[src/logic/ppuPkg.sv]
`default_nettype none

package ppuPkg;

    // raster
    localparam int H_TOTAL      = 100;
    localparam int H_ACTIVE     = 80;
    localparam int H_SYNC_START = H_ACTIVE + 4;
    localparam int H_SYNC_END   = H_SYNC_START + 7;   // inclusive
    localparam int V_TOTAL      = 64;
    localparam int V_ACTIVE     = 60;
    localparam int V_SYNC_START = V_ACTIVE + 1;
    localparam int V_SYNC_END   = V_SYNC_START + 1;   // inclusive
    localparam int POS_BITS     = 7;

    // tiles and the game window
    localparam int TILE_SIZE    = 8;
    localparam int TILE_SHIFT   = $clog2(TILE_SIZE);
    localparam int TILE_COLS    = 8;
    localparam int TILE_ROWS    = 6;
    localparam int WIN_W        = TILE_COLS * TILE_SIZE;
    localparam int WIN_H        = TILE_ROWS * TILE_SIZE;
    localparam int WIN_X0       = (H_ACTIVE - WIN_W) / 2;   // centred in active area
    localparam int WIN_Y0       = (V_ACTIVE - WIN_H) / 2;

    localparam int NUM_SPRITES  = 8;
    localparam int NUM_TILES    = TILE_COLS * TILE_ROWS;

    // apb
    localparam int APB_ADDR_BITS = 8;
    localparam int APB_DATA_BITS = 32;

    typedef struct packed {
        logic [3:0] r;
        logic [3:0] g;
        logic [3:0] b;
    } rgbT;

    localparam rgbT TRANSPARENT_KEY0 = 12'h000;
    localparam rgbT TRANSPARENT_KEY1 = 12'h209;

    typedef struct packed {
        logic       enable;
        logic [5:0] y;      // window coords, top edge
        logic [5:0] x;      // left edge
        rgbT        color;
    } spriteEntryT;

    typedef struct packed {
        rgbT color;
    } tileEntryT;

endpackage

`default_nettype wire

[src/logic/apbIf.sv]
`timescale 1ns/1ps
`default_nettype none

interface apbIf import ppuPkg::*; ();

    logic                     psel;
    logic                     penable;
    logic                     pwrite;
    logic [APB_ADDR_BITS-1:0] paddr;
    logic [APB_DATA_BITS-1:0] pwdata;
    logic [APB_DATA_BITS-1:0] prdata;
    logic                     pready;
    logic                     pslverr;

    modport master (
        output psel, penable, pwrite, paddr, pwdata,
        input  prdata, pready, pslverr
    );

    modport slave (
        input  psel, penable, pwrite, paddr, pwdata,
        output prdata, pready, pslverr
    );

endinterface

`default_nettype wire

[src/logic/apbTableRam.sv]
`timescale 1ns/1ps
`default_nettype none

module apbTableRam import ppuPkg::*; #(
    parameter type entryT = tileEntryT,
    parameter int  DEPTH  = NUM_TILES
) (
    input  wire logic clk_50MHz,
    input  wire logic rstn,
    apbIf.slave       bus,
    output entryT     entries [DEPTH]
);

    localparam int ENTRY_BITS = $bits(entryT);

    logic [APB_ADDR_BITS-3:0] idx;
    logic                     inRange;
    logic                     access;
    logic [APB_DATA_BITS-1:0] rdWord;

    assign idx     = bus.paddr[APB_ADDR_BITS-1:2];   // word index
    assign inRange = int'(idx) < DEPTH;
    assign access  = bus.psel && bus.penable;

    // no wait states
    assign bus.pready  = access;
    assign bus.pslverr = access && !inRange;

    always_comb begin
        rdWord = '0;
        for (int i = 0; i < DEPTH; i++) begin
            if (int'(idx) == i) begin
                rdWord[ENTRY_BITS-1:0] = entries[i];
            end
        end
    end

    assign bus.prdata = (bus.psel && !bus.pwrite && inRange) ? rdWord : '0;

    always_ff @(posedge clk_50MHz) begin
        if (!rstn) begin
            for (int i = 0; i < DEPTH; i++) begin
                entries[i] <= '0;
            end
        end else if (access && bus.pwrite && inRange) begin
            for (int i = 0; i < DEPTH; i++) begin
                if (int'(idx) == i) begin
                    entries[i] <= entryT'(bus.pwdata[ENTRY_BITS-1:0]);
                end
            end
        end
    end

endmodule

`default_nettype wire

[src/logic/videoTiming.sv]
`timescale 1ns/1ps
`default_nettype none

module videoTiming import ppuPkg::*; (
    input  wire logic          clk_50MHz,
    input  wire logic          rstn,
    output logic [POS_BITS-1:0] pixX,
    output logic [POS_BITS-1:0] pixY,
    output logic               hsync,
    output logic               vsync,
    output logic               inWindow,
    output logic               frameEnd
);

    logic [POS_BITS-1:0] nextX;
    logic [POS_BITS-1:0] nextY;
    logic                lineEnd;

    assign lineEnd = (pixX == POS_BITS'(H_TOTAL - 1));
    assign nextX   = lineEnd ? '0 : pixX + 1'b1;

    always_comb begin
        nextY = pixY;
        if (lineEnd) begin
            nextY = (pixY == POS_BITS'(V_TOTAL - 1)) ? '0 : pixY + 1'b1;
        end
    end

    // flags decoded from the next position so they line up with the counters
    always_ff @(posedge clk_50MHz) begin
        if (!rstn) begin
            pixX     <= '0;
            pixY     <= '0;
            hsync    <= 1'b0;
            vsync    <= 1'b0;
            inWindow <= 1'b0;
            frameEnd <= 1'b0;
        end else begin
            pixX     <= nextX;
            pixY     <= nextY;
            hsync    <= (nextX >= POS_BITS'(H_SYNC_START)) && (nextX <= POS_BITS'(H_SYNC_END));
            vsync    <= (nextY >= POS_BITS'(V_SYNC_START)) && (nextY <= POS_BITS'(V_SYNC_END));
            inWindow <= (nextX >= POS_BITS'(WIN_X0)) && (nextX < POS_BITS'(WIN_X0 + WIN_W))
                     && (nextY >= POS_BITS'(WIN_Y0)) && (nextY < POS_BITS'(WIN_Y0 + WIN_H));
            frameEnd <= (nextX == POS_BITS'(WIN_X0 + WIN_W - 1))
                     && (nextY == POS_BITS'(WIN_Y0 + WIN_H - 1));   // last window pixel
        end
    end

endmodule

`default_nettype wire

[src/logic/spriteRender.sv]
`timescale 1ns/1ps
`default_nettype none

module spriteRender import ppuPkg::*; (
    input  wire logic           clk_50MHz,
    input  wire logic           rstn,
    input  wire logic [POS_BITS-1:0] pixX,
    input  wire logic [POS_BITS-1:0] pixY,
    input  spriteEntryT         sprites [NUM_SPRITES],
    output rgbT                 spriteColor,
    output logic                spriteHit
);

    logic [POS_BITS-1:0] winX;
    logic [POS_BITS-1:0] winY;
    logic                hitNext;
    rgbT                 colorNext;

    assign winX = pixX - POS_BITS'(WIN_X0);
    assign winY = pixY - POS_BITS'(WIN_Y0);

    always_comb begin
        logic [POS_BITS-1:0] dx;
        logic [POS_BITS-1:0] dy;
        hitNext   = 1'b0;
        colorNext = '0;
        // walk down so the lowest index is assigned last
        for (int i = NUM_SPRITES - 1; i >= 0; i--) begin
            dx = winX - POS_BITS'(sprites[i].x);
            dy = winY - POS_BITS'(sprites[i].y);
            if (sprites[i].enable && dx < POS_BITS'(TILE_SIZE)
                    && dy < POS_BITS'(TILE_SIZE)) begin
                hitNext   = 1'b1;
                colorNext = sprites[i].color;
            end
        end
    end

    always_ff @(posedge clk_50MHz) begin
        if (!rstn) begin
            spriteHit   <= 1'b0;
            spriteColor <= '0;
        end else begin
            spriteHit   <= hitNext;
            spriteColor <= colorNext;
        end
    end

endmodule

`default_nettype wire

[src/logic/backgroundRender.sv]
`timescale 1ns/1ps
`default_nettype none

module backgroundRender import ppuPkg::*; (
    input  wire logic           clk_50MHz,
    input  wire logic           rstn,
    input  wire logic [POS_BITS-1:0] pixX,
    input  wire logic [POS_BITS-1:0] pixY,
    input  tileEntryT           tiles [NUM_TILES],
    output rgbT                 bgColor
);

    logic [POS_BITS-1:0] winX;
    logic [POS_BITS-1:0] winY;
    logic                inWin;
    int                  tileIdx;
    rgbT                 colorNext;

    assign winX  = pixX - POS_BITS'(WIN_X0);
    assign winY  = pixY - POS_BITS'(WIN_Y0);
    assign inWin = (winX < POS_BITS'(WIN_W)) && (winY < POS_BITS'(WIN_H));   // wraps below origin

    // row * cols + col, clamped outside the window
    assign tileIdx = inWin ? int'(winY >> TILE_SHIFT) * TILE_COLS + int'(winX >> TILE_SHIFT) : 0;

    always_comb begin
        colorNext = '0;
        for (int i = 0; i < NUM_TILES; i++) begin
            if (tileIdx == i) begin
                colorNext = tiles[i].color;
            end
        end
    end

    always_ff @(posedge clk_50MHz) begin
        if (!rstn) begin
            bgColor <= '0;
        end else begin
            bgColor <= colorNext;
        end
    end

endmodule

`default_nettype wire

[src/logic/pixelMixer.sv]
`timescale 1ns/1ps
`default_nettype none

module pixelMixer import ppuPkg::*; (
    input  wire logic clk_50MHz,
    input  wire logic rstn,
    input  rgbT       spriteColor,
    input  wire logic spriteHit,
    input  rgbT       bgColor,
    input  wire logic inWindow,
    input  wire logic hsyncIn,
    input  wire logic vsyncIn,
    input  wire logic frameEndIn,
    output rgbT       rgb,
    output logic      hsync,
    output logic      vsync,
    output logic      frameIntr
);

    logic inWindowD;
    logic hsyncD;
    logic vsyncD;
    logic frameEndD;
    logic useSprite;

    // key is taken from the winning sprite only
    assign useSprite = spriteHit && (spriteColor != TRANSPARENT_KEY0)
                    && (spriteColor != TRANSPARENT_KEY1);

    always_ff @(posedge clk_50MHz) begin
        if (!rstn) begin
            inWindowD <= 1'b0;
            hsyncD    <= 1'b0;
            vsyncD    <= 1'b0;
            frameEndD <= 1'b0;
            rgb       <= '0;
            hsync     <= 1'b0;
            vsync     <= 1'b0;
            frameIntr <= 1'b0;
        end else begin
            inWindowD <= inWindow;   // matches renderer latency
            hsyncD    <= hsyncIn;
            vsyncD    <= vsyncIn;
            frameEndD <= frameEndIn;
            rgb       <= !inWindowD ? rgbT'('0) : (useSprite ? spriteColor : bgColor);
            hsync     <= hsyncD;
            vsync     <= vsyncD;
            frameIntr <= frameEndD;
        end
    end

endmodule

`default_nettype wire

[src/logic/topPpu.sv]
`timescale 1ns/1ps
`default_nettype none

module topPpu import ppuPkg::*; (
    input  wire logic                     clk_50MHz,
    input  wire logic                     rstn,

    input  wire logic                     sprPsel,
    input  wire logic                     sprPenable,
    input  wire logic                     sprPwrite,
    input  wire logic [APB_ADDR_BITS-1:0] sprPaddr,
    input  wire logic [APB_DATA_BITS-1:0] sprPwdata,
    output logic      [APB_DATA_BITS-1:0] sprPrdata,
    output logic                          sprPready,
    output logic                          sprPslverr,

    input  wire logic                     ntPsel,
    input  wire logic                     ntPenable,
    input  wire logic                     ntPwrite,
    input  wire logic [APB_ADDR_BITS-1:0] ntPaddr,
    input  wire logic [APB_DATA_BITS-1:0] ntPwdata,
    output logic      [APB_DATA_BITS-1:0] ntPrdata,
    output logic                          ntPready,
    output logic                          ntPslverr,

    output logic                          hsync,
    output logic                          vsync,
    output rgbT                           rgb,
    output logic                          frameIntr
);

    apbIf sprBus ();
    apbIf ntBus ();

    assign sprBus.psel    = sprPsel;
    assign sprBus.penable = sprPenable;
    assign sprBus.pwrite  = sprPwrite;
    assign sprBus.paddr   = sprPaddr;
    assign sprBus.pwdata  = sprPwdata;
    assign sprPrdata      = sprBus.prdata;
    assign sprPready      = sprBus.pready;
    assign sprPslverr     = sprBus.pslverr;

    assign ntBus.psel    = ntPsel;
    assign ntBus.penable = ntPenable;
    assign ntBus.pwrite  = ntPwrite;
    assign ntBus.paddr   = ntPaddr;
    assign ntBus.pwdata  = ntPwdata;
    assign ntPrdata      = ntBus.prdata;
    assign ntPready      = ntBus.pready;
    assign ntPslverr     = ntBus.pslverr;

    spriteEntryT         sprites [NUM_SPRITES];
    tileEntryT           tiles [NUM_TILES];
    logic [POS_BITS-1:0] pixX;
    logic [POS_BITS-1:0] pixY;
    logic                rawHsync;
    logic                rawVsync;
    logic                inWindow;
    logic                frameEnd;
    rgbT                 spriteColor;
    logic                spriteHit;
    rgbT                 bgColor;

    apbTableRam #(.entryT(spriteEntryT), .DEPTH(NUM_SPRITES)) spriteTable (
        .clk_50MHz(clk_50MHz), .rstn(rstn), .bus(sprBus), .entries(sprites)
    );

    apbTableRam #(.entryT(tileEntryT), .DEPTH(NUM_TILES)) nameTable (
        .clk_50MHz(clk_50MHz), .rstn(rstn), .bus(ntBus), .entries(tiles)
    );

    videoTiming timing (
        .clk_50MHz(clk_50MHz), .rstn(rstn), .pixX(pixX), .pixY(pixY),
        .hsync(rawHsync), .vsync(rawVsync), .inWindow(inWindow), .frameEnd(frameEnd)
    );

    spriteRender sprRender (
        .clk_50MHz(clk_50MHz), .rstn(rstn), .pixX(pixX), .pixY(pixY),
        .sprites(sprites), .spriteColor(spriteColor), .spriteHit(spriteHit)
    );

    backgroundRender bgRender (
        .clk_50MHz(clk_50MHz), .rstn(rstn), .pixX(pixX), .pixY(pixY),
        .tiles(tiles), .bgColor(bgColor)
    );

    pixelMixer mixer (
        .clk_50MHz(clk_50MHz), .rstn(rstn),
        .spriteColor(spriteColor), .spriteHit(spriteHit), .bgColor(bgColor),
        .inWindow(inWindow), .hsyncIn(rawHsync), .vsyncIn(rawVsync),
        .frameEndIn(frameEnd),
        .rgb(rgb), .hsync(hsync), .vsync(vsync), .frameIntr(frameIntr)
    );

endmodule

`default_nettype wire

[config.mk]
export PLATFORM = sky130hd
export DESIGN_NAME = topPpu
export DESIGN_NICKNAME = d
export VERILOG_FILES = /design/src/logic/ppuPkg.sv /design/src/logic/apbIf.sv /design/src/logic/apbTableRam.sv /design/src/logic/videoTiming.sv /design/src/logic/spriteRender.sv /design/src/logic/backgroundRender.sv /design/src/logic/pixelMixer.sv /design/src/logic/topPpu.sv
export SDC_FILE = /design/constraint.sdc
export NUM_CORES = 2
export LEC_CHECK = 0
export ABC_CLOCK_PERIOD_IN_PS = 4300
export BUFFER_PORTS_ARGS = -buffer_cell sky130_fd_sc_hd__buf_2
export CORE_MARGIN = 2
export CORE_UTILIZATION = 35
export CTS_CLUSTER_DIAMETER = 50
export DETAILED_ROUTE_END_ITERATION = 6
export SYNTH_ARGS = -nofsm -noshare
export SYNTH_HDL_FRONTEND = slang
export SYNTH_SLANG_ARGS = --single-unit
[constraint.sdc]
create_clock -name clk_50MHz -period 4.3 [get_ports clk_50MHz]
set_clock_uncertainty 0.1 [all_clocks]
set_input_delay 0.86 -clock clk_50MHz [delete_from_list [all_inputs] [get_ports clk_50MHz]]
set_output_delay 0.86 -clock clk_50MHz [all_outputs]
set_load 0.01 [all_outputs]
==> After elaboration in Yosys (flattened, before gate mapping) <==
Index checks and enable logic that the tools add are counted.
{ "word_totals": {"reg_bits": 838, "input_bits": 88, "out_inout_bits": 83} }
{ "op_classes": {"addsub": 21, "order_cmp": 28, "eq_ne": 106, "n_mux": 127, "n_reduce_logical": 102} }
{ "op_table": {"columns": ["operator", "n"], "rows": [
  ["12-bit two-way mux", 106],
  ["32-bit by 6-bit equality test with 1-bit output, second input constant", 16],
  ["32-bit by 7-bit equality test with 1-bit output, second input constant", 16],
  ["32-bit by 5-bit equality test with 1-bit output, second input constant", 8],
  ["25-bit two-way mux", 9],
  ["6-bit equality test, second input constant", 32],
  ["32-bit by 4-bit equality test with 1-bit output, second input constant", 4],
  ["2-bit AND reduction", 57],
  ["7-bit by 4-bit less-than comparator with 1-bit output, second input constant", 16],
  ["7-bit by 6-bit subtractor with 7-bit output", 16],
  ["32-bit by 3-bit equality test with 1-bit output, second input constant", 2],
  ["6-bit by 4-bit equality test with 1-bit output, second input constant", 8],
  ["6-bit by 5-bit equality test with 1-bit output, second input constant", 8],
  ["1-bit logical AND", 37],
  ["32-bit by 2-bit equality test with 1-bit output, second input constant", 1],
  ["32-bit zero test", 1],
  ["32-bit two-way mux", 1],
  ["6-bit by 3-bit equality test with 1-bit output, second input constant", 4],
  ["7-bit two-way mux", 3],
  ["7-bit by 1-bit adder with 7-bit output, second input constant", 2],
  ["7-bit by 6-bit equality test with 1-bit output, second input constant", 2],
  ["7-bit equality test, second input constant", 2],
  ["7-bit by 6-bit less-than comparator with 1-bit output, second input constant", 2],
  ["7-bit less-than comparator, second input constant", 2],
  ["17 further kinds", 29]
]} }

==> Longest topological paths before layout <==
{ "depth": {"word_depth": 53, "depth_mapped": 20} }

==> By module <==
A second synthesis with hierarchy kept.
{ "hier_totals": {"hier_cells": 6307, "hier_area_um2": 49272.3} }
{ "by_module_without_submodules": {"columns": ["module", "n_inst", "cells_each", "area_per_inst_um2", "seq_area_each_um2"], "rows": [
  ["apbTableRam at nameTable", 1, 3552, 27705.3, 11531.1],
  ["apbTableRam at spriteTable", 1, 1014, 9526.6, 4003.8],
  ["backgroundRender", 1, 988, 6109.6, 240.2],
  ["spriteRender", 1, 564, 4194.0, 260.2],
  ["videoTiming", 1, 118, 1048.5, 360.3],
  ["pixelMixer", 1, 71, 688.2, 380.4]
]} }

==> Worst setup path after synthesis <==
OpenSTA, ideal clock, no wires.
{ "synth_path": {"path_type": "register to register", "startpoint": "reg timing.pixX[3]", "endpoint": "reg sprRender.spriteColor[0] (netlist name)", "setup_time_ns": 0.117, "arrival_time_ns": 4.532, "required_time_ns": 4.083, "slack_ns": -0.449, "path_stages_with_launch": 18, "path_buffers": 7, "synth_period_minus_slack_ns": 4.749, "cell_sequence": "dfxtp_1 buf_2 inv_1 clkbuf_1 buf_1 ha_1 buf_2 inv_1 clkbuf_1 clkbuf_1 ha_1 or4_1 a2111oi_0 nand2_1 clkbuf_1 nor2_1 a211oi_1 a22o_1"} }
{ "synth_via": {"elab_chain_len": 13} }
{ "synth_rtl": {"columns": ["element", "line", "rtl"], "rows": [
  ["start, declared", "videoTiming.sv:7", "output logic [POS_BITS-1:0] pixX,"],
  ["start signal, assigned", "videoTiming.sv:39", "pixX <= nextX;"],
  ["7-bit by 4-bit subtractor with 7-bit output *", "spriteRender.sv:19", "assign winX = pixX - POS_BITS'(WIN_X0);"],
  ["7-bit by 6-bit subtractor with 7-bit output", "spriteRender.sv:29", "dx = winX - POS_BITS'(sprites[i].x);"],
  ["7-bit by 4-bit less-than comparator with 1-bit output", "spriteRender.sv:31", "if (sprites[i].enable && dx < POS_BITS'(TILE_SIZE)"],
  ["1-bit logical AND", "spriteRender.sv:31", null],
  ["1-bit logical AND", "spriteRender.sv:32", "&& dy < POS_BITS'(TILE_SIZE)) begin"],
  ["12-bit two-way mux (7 in a row)", "spriteRender.sv:31", null],
  ["12-bit two-way mux *", "spriteRender.sv:31", null]
]} }
Every way passes the cells marked *; elsewhere a longest branch is shown, timed or not.
A chain may end at the register's enable or synchronous reset.

==> Worst setup path in the final report <==
{ "layout_path": {"startpoint": "in ntPaddr[5]", "endpoint": "out ntPrdata[10]"} }
{ "layout_via": {"elab_chain_len": 50} }
{ "layout_rtl": {"columns": ["element", "line", "rtl"], "rows": [
  ["start, declared", "topPpu.sv:20", "input wire logic [APB_ADDR_BITS-1:0] ntPaddr,"],
  ["6-bit zero test", "apbTableRam.sv:32", "if (int'(idx) == i) begin"],
  ["12-bit two-way mux (48 in a row)", "apbTableRam.sv:32", null],
  ["12-bit two-way mux *", "apbTableRam.sv:38", "assign bus.prdata = (bus.psel && !bus.pwrite && inRange) ? rdWord : '0;"],
  ["end, declared", "topPpu.sv:22", "output logic [APB_DATA_BITS-1:0] ntPrdata,"]
]} }
Marks and branches as above.

==> summary.md <==
| Metric | Value |
|---|---|
| EDFF count, synth | 0 |
| Fin crit share | 107% |
| PortBufs | about 110 |
| Status | finished with violations |
| Root Buffer | clkbuf_16 |
| Drt first-iter violations | ~7400 |
| Gate Count Post-Synth | between 6000 and 7000 |
| Yosys cell types | 93 |
| Register bit total from synthesis | ~840 |
| Violated checks | design-rule violations, negative setup slack |
| Slew Viols, Final | 0 |
| Antenna Nets Post-Route | 0 |
| Unrepaired setup endpoints after global routing | yes |
| Finished Core Util | a little under half |
| Design area | 58200 µm² |
| Via-to-Cell Ratio | between 6 and 7 |
| Clock buffer depth | 3 |
| Share of cells above drive strength 1 | between 20% and 30% |
| Post-DP HPWL | around 210000 µm |
| Final GP Congestion | about 1.1 |
| Max-Cap Viols | 0 |
| Multi-input gate area | roughly 27000 µm² |
| Register area share after synthesis | 37.1% |
| Post-CTS Hold Buffers | 0 |
| Critical Path Source Type | input port |
| Nets | 7086 |
| Number of global-route vias before repair | about 49000 |
| Placed cell area | 52300 µm² |
| Rows | ~130 |
| Tot Pwr | between 15 and 20 mW |
| Die height | 363 µm |
| P per Cell Area | 320 nW/µm² |
| DRT Wirelength | around 270000 µm |
| Largest net degree at the start of global routing | 200 |
| Core ar. | around 130000 µm² |
| Global-route wire length before repair | 377000 µm |
| Relative slew slack | roughly 23% |
| Final hold slack | roughly 0.32 ns |
| # setup viols final | 13 |
| Max VDD drop | around 0.00037 V |
| Synth Area per Inst | 7.12 µm² |
| CTS clk-pin slew, worst paths | roughly 0.06 ns |
| Die Area | 132000 µm² |
| Via count | about 53000 |
| Total CTS buffers | roughly 110 |
| DR pass1 iterations | 7 |
| Sequential standard cell area | about 17000 µm² |
| Cell Area, Synth | 45200 µm² |
| Fraction of registers with async set/reset | 0% |
| TritonCTS Sinks | roughly 840 |
| Setup CP Type | input port to primary output |
| CP Data Arrival Time | around 3.6 ns |
| Synthesis warning total | 0 |
| Number of H-tree levels | 3 |
| Req. time, crit path | approximately 3.3 ns |
| Fin. Hold Viols | 0 |
| Syn-to-layout area delta | 28.9% |
| # DRC | 1 |
| Remaining Overflow, GRT | 0 |
| CTS tree | built |
| Filler cells | 12900 |
| Initial Utilization | between 30 and 40% |
| Antenna violations before repair | 11 |
| Ys flop type | dfxtp_1 |
| Endpoint class of the critical path | primary output |
| Mean routed wirelength per cell | 31.2 µm |
| Io pins | ~170 |
| Worst-path maximum fanout | 8 |
| Worst skew pair latency | between 0.7 and 0.8 ns |
| Slack of the critical path | -0.287 ns |
| Pin slew with the least headroom to its limit | around 1.2 ns |
| Chip width | about 360 µm |
| Pleak | slightly above 20 nW |
| Max Clock Freq | roughly 220 MHz |
| Worst Hold Class | flop to flop |
| Tmin final | about 4.6 ns |
| Total track usage | about two fifths |
-- synth_stat cells (53+ instances only) --
cell | number | share of area (%)
nand2_1 | 1949 | 16
a21oi_1 | 952 | 11
dfxtp_1 | 838 | 37
clkbuf_1 | 430 | 3.6
nor2_1 | 338 | 2.8
o21ai_0 | 199 | 2.2
a22oi_1 | 139 | 2.3
inv_1 | 114 | 0.95
nor3_1 | 98 | 1.1
nand3_1 | 90 | 1.0
ha_1 | 88 | 2.4
o22ai_1 | 80 | 1.1
a221oi_1 | 74 | 1.4
mux2i_1 | 73 | 1.6
o221ai_1 | 57 | 1.1
a22o_1 | 53 | 1.0
-- timing repair --
| item | CTS | global route |
|---|---|---|
| setup buffers | 21 | 20 |
| resized for setup | 246 | 122 |
| endpoints found under the setup margin | 31 | 31 |
| pin swaps | 70 | 85 |
| cloned | 1 | 0 |
-- power breakdown --
group	leakage, nW	switching (mW)	internal (mW)
combinational	11.9	0.840	0.321
clock	1.90	4.11	5.57
sequential	6.75	0.0217	7.77
total	20.6	4.97	13.7
-- cell type report --
type / count / area share, %
Sequential cell: 838 / 28.8
Clock buffer: 149 / 5.38
Timing Repair Buffer: 960 / 13.3
Clock inverter: 65 / 1.32
Antenna cell: 8 / 0.0344
Inverter: 117 / 0.767
Multi-Input combinational cell: 4879 / 46.8
Tap cell: 1662 / 3.57
-- cell families (layout without fill, tap and decap cells) --
kind of cell               Yosys count  in the layout  share of synthesized area [%]
AOI/OAI and AO/OA                 1920           1920                           26.5
xor gates and xnor gates            50             50                           1.00
adders and majority gates           88             88                           2.44
buffers and inverters              651           1291                           5.97
DFF                                838            838                           37.1
muxes                               99             99                           2.39
other                                1             35                        0.00830
and+or+nand+nor                   2695           2695                           24.5
-- final timing paths --
check | from | to | slack, ns | cells after the start
max reg2reg | timing.pixX[3]$_SDFF_PN0_ | bgRender.bgColor[7]$_SDFF_PN0_ | 0 | 21
min reg2reg | mixer.vsyncD$_SDFF_PN0_ | mixer.vsync$_SDFF_PN0_ | 0.32 | 1
min | mixer.vsyncD$_SDFF_PN0_ | mixer.vsync$_SDFF_PN0_ | 0.32 | 1
max | ntPaddr[5] | ntPrdata[10] | -0.29 | 12
-- sequential cells by signal, indices dropped and copies added, names as in the netlist --
signal / cells
bgRender.bgColor: 12
mixer.frameEndD: 1
mixer.frameIntr: 1
mixer.hsync: 1
mixer.hsyncD: 1
mixer.inWindowD: 1
mixer.rgb: 12
mixer.vsync: 1
mixer.vsyncD: 1
nameTable.entries: 576
sprRender.spriteColor: 12
sprRender.spriteHit: 1
spriteTable.entries: 200
timing.frameEnd: 1
timing.hsync: 1
timing.inWindow: 1
timing.pixX: 7
timing.pixY: 7
timing.vsync: 1
-- metal layers --
layer  vias to the layer above  part of all wire [%]  global-route usage [%]
met3                       700                    10                    8.78
met1                     25800                    42                    54.6
met5                         -                 0.026                   0.254
met4                         6                   5.7                    18.8
li1                      23300                     -                       -
met2                      3320                    42                    58.6
-- through the flow --
stage          std cells  TNS, ns  setup WS [ns]
5_1_grt             8670    -2.69         -0.287
6_report            8678    -2.55         -0.287
3_3_place_gp        8419   -12.04         -0.933
2_1_floorplan       6368        0         0.0250
3_5_place_dp        8419   -12.75          -1.04
4_1_cts             8654    -1.87         -0.270
-- layout by cell type, fill, tap and decap left out, types with 22 or more instances in the layout --
cell / count
o22a_1: 31
xor2_1: 26
nand3_1: 79
nor2_2: 24
nor2_1: 304
conb_1: 27
ha_1: 86
buf_4: 774
a21oi_1: 925
nand2_1: 1934
a22o_1: 53
nand2b_1: 25
nor3_1: 81
a221oi_1: 64
buf_12: 38
a22oi_1: 132
a21oi_2: 22
and2_1: 25
dfxtp_1: 837
a311oi_1: 27
o211ai_1: 31
a211oi_1: 32
nand4_1: 32
o22ai_1: 70
buf_6: 49
inv_1: 113
a21o_1: 45
mux2i_1: 73
clkbuf_16: 114
o221ai_1: 48
a222oi_1: 27
o21ai_0: 174
buf_2: 90
-- worst max-delay path, stage by stage --
cell and delay [ns]:
buf_8 0.10, or4b_4 0.65, or3_4 0.44, a21oi_4 0.15, o21ai_2 0.09, nand4_1 0.17
a21o_1 0.26, a21oi_4 0.14, a211oi_2 0.24, o22ai_2 0.16, a21oi_2 0.20, buf_2 0.16
Note: power is estimated with default switching activity, not from simulation.
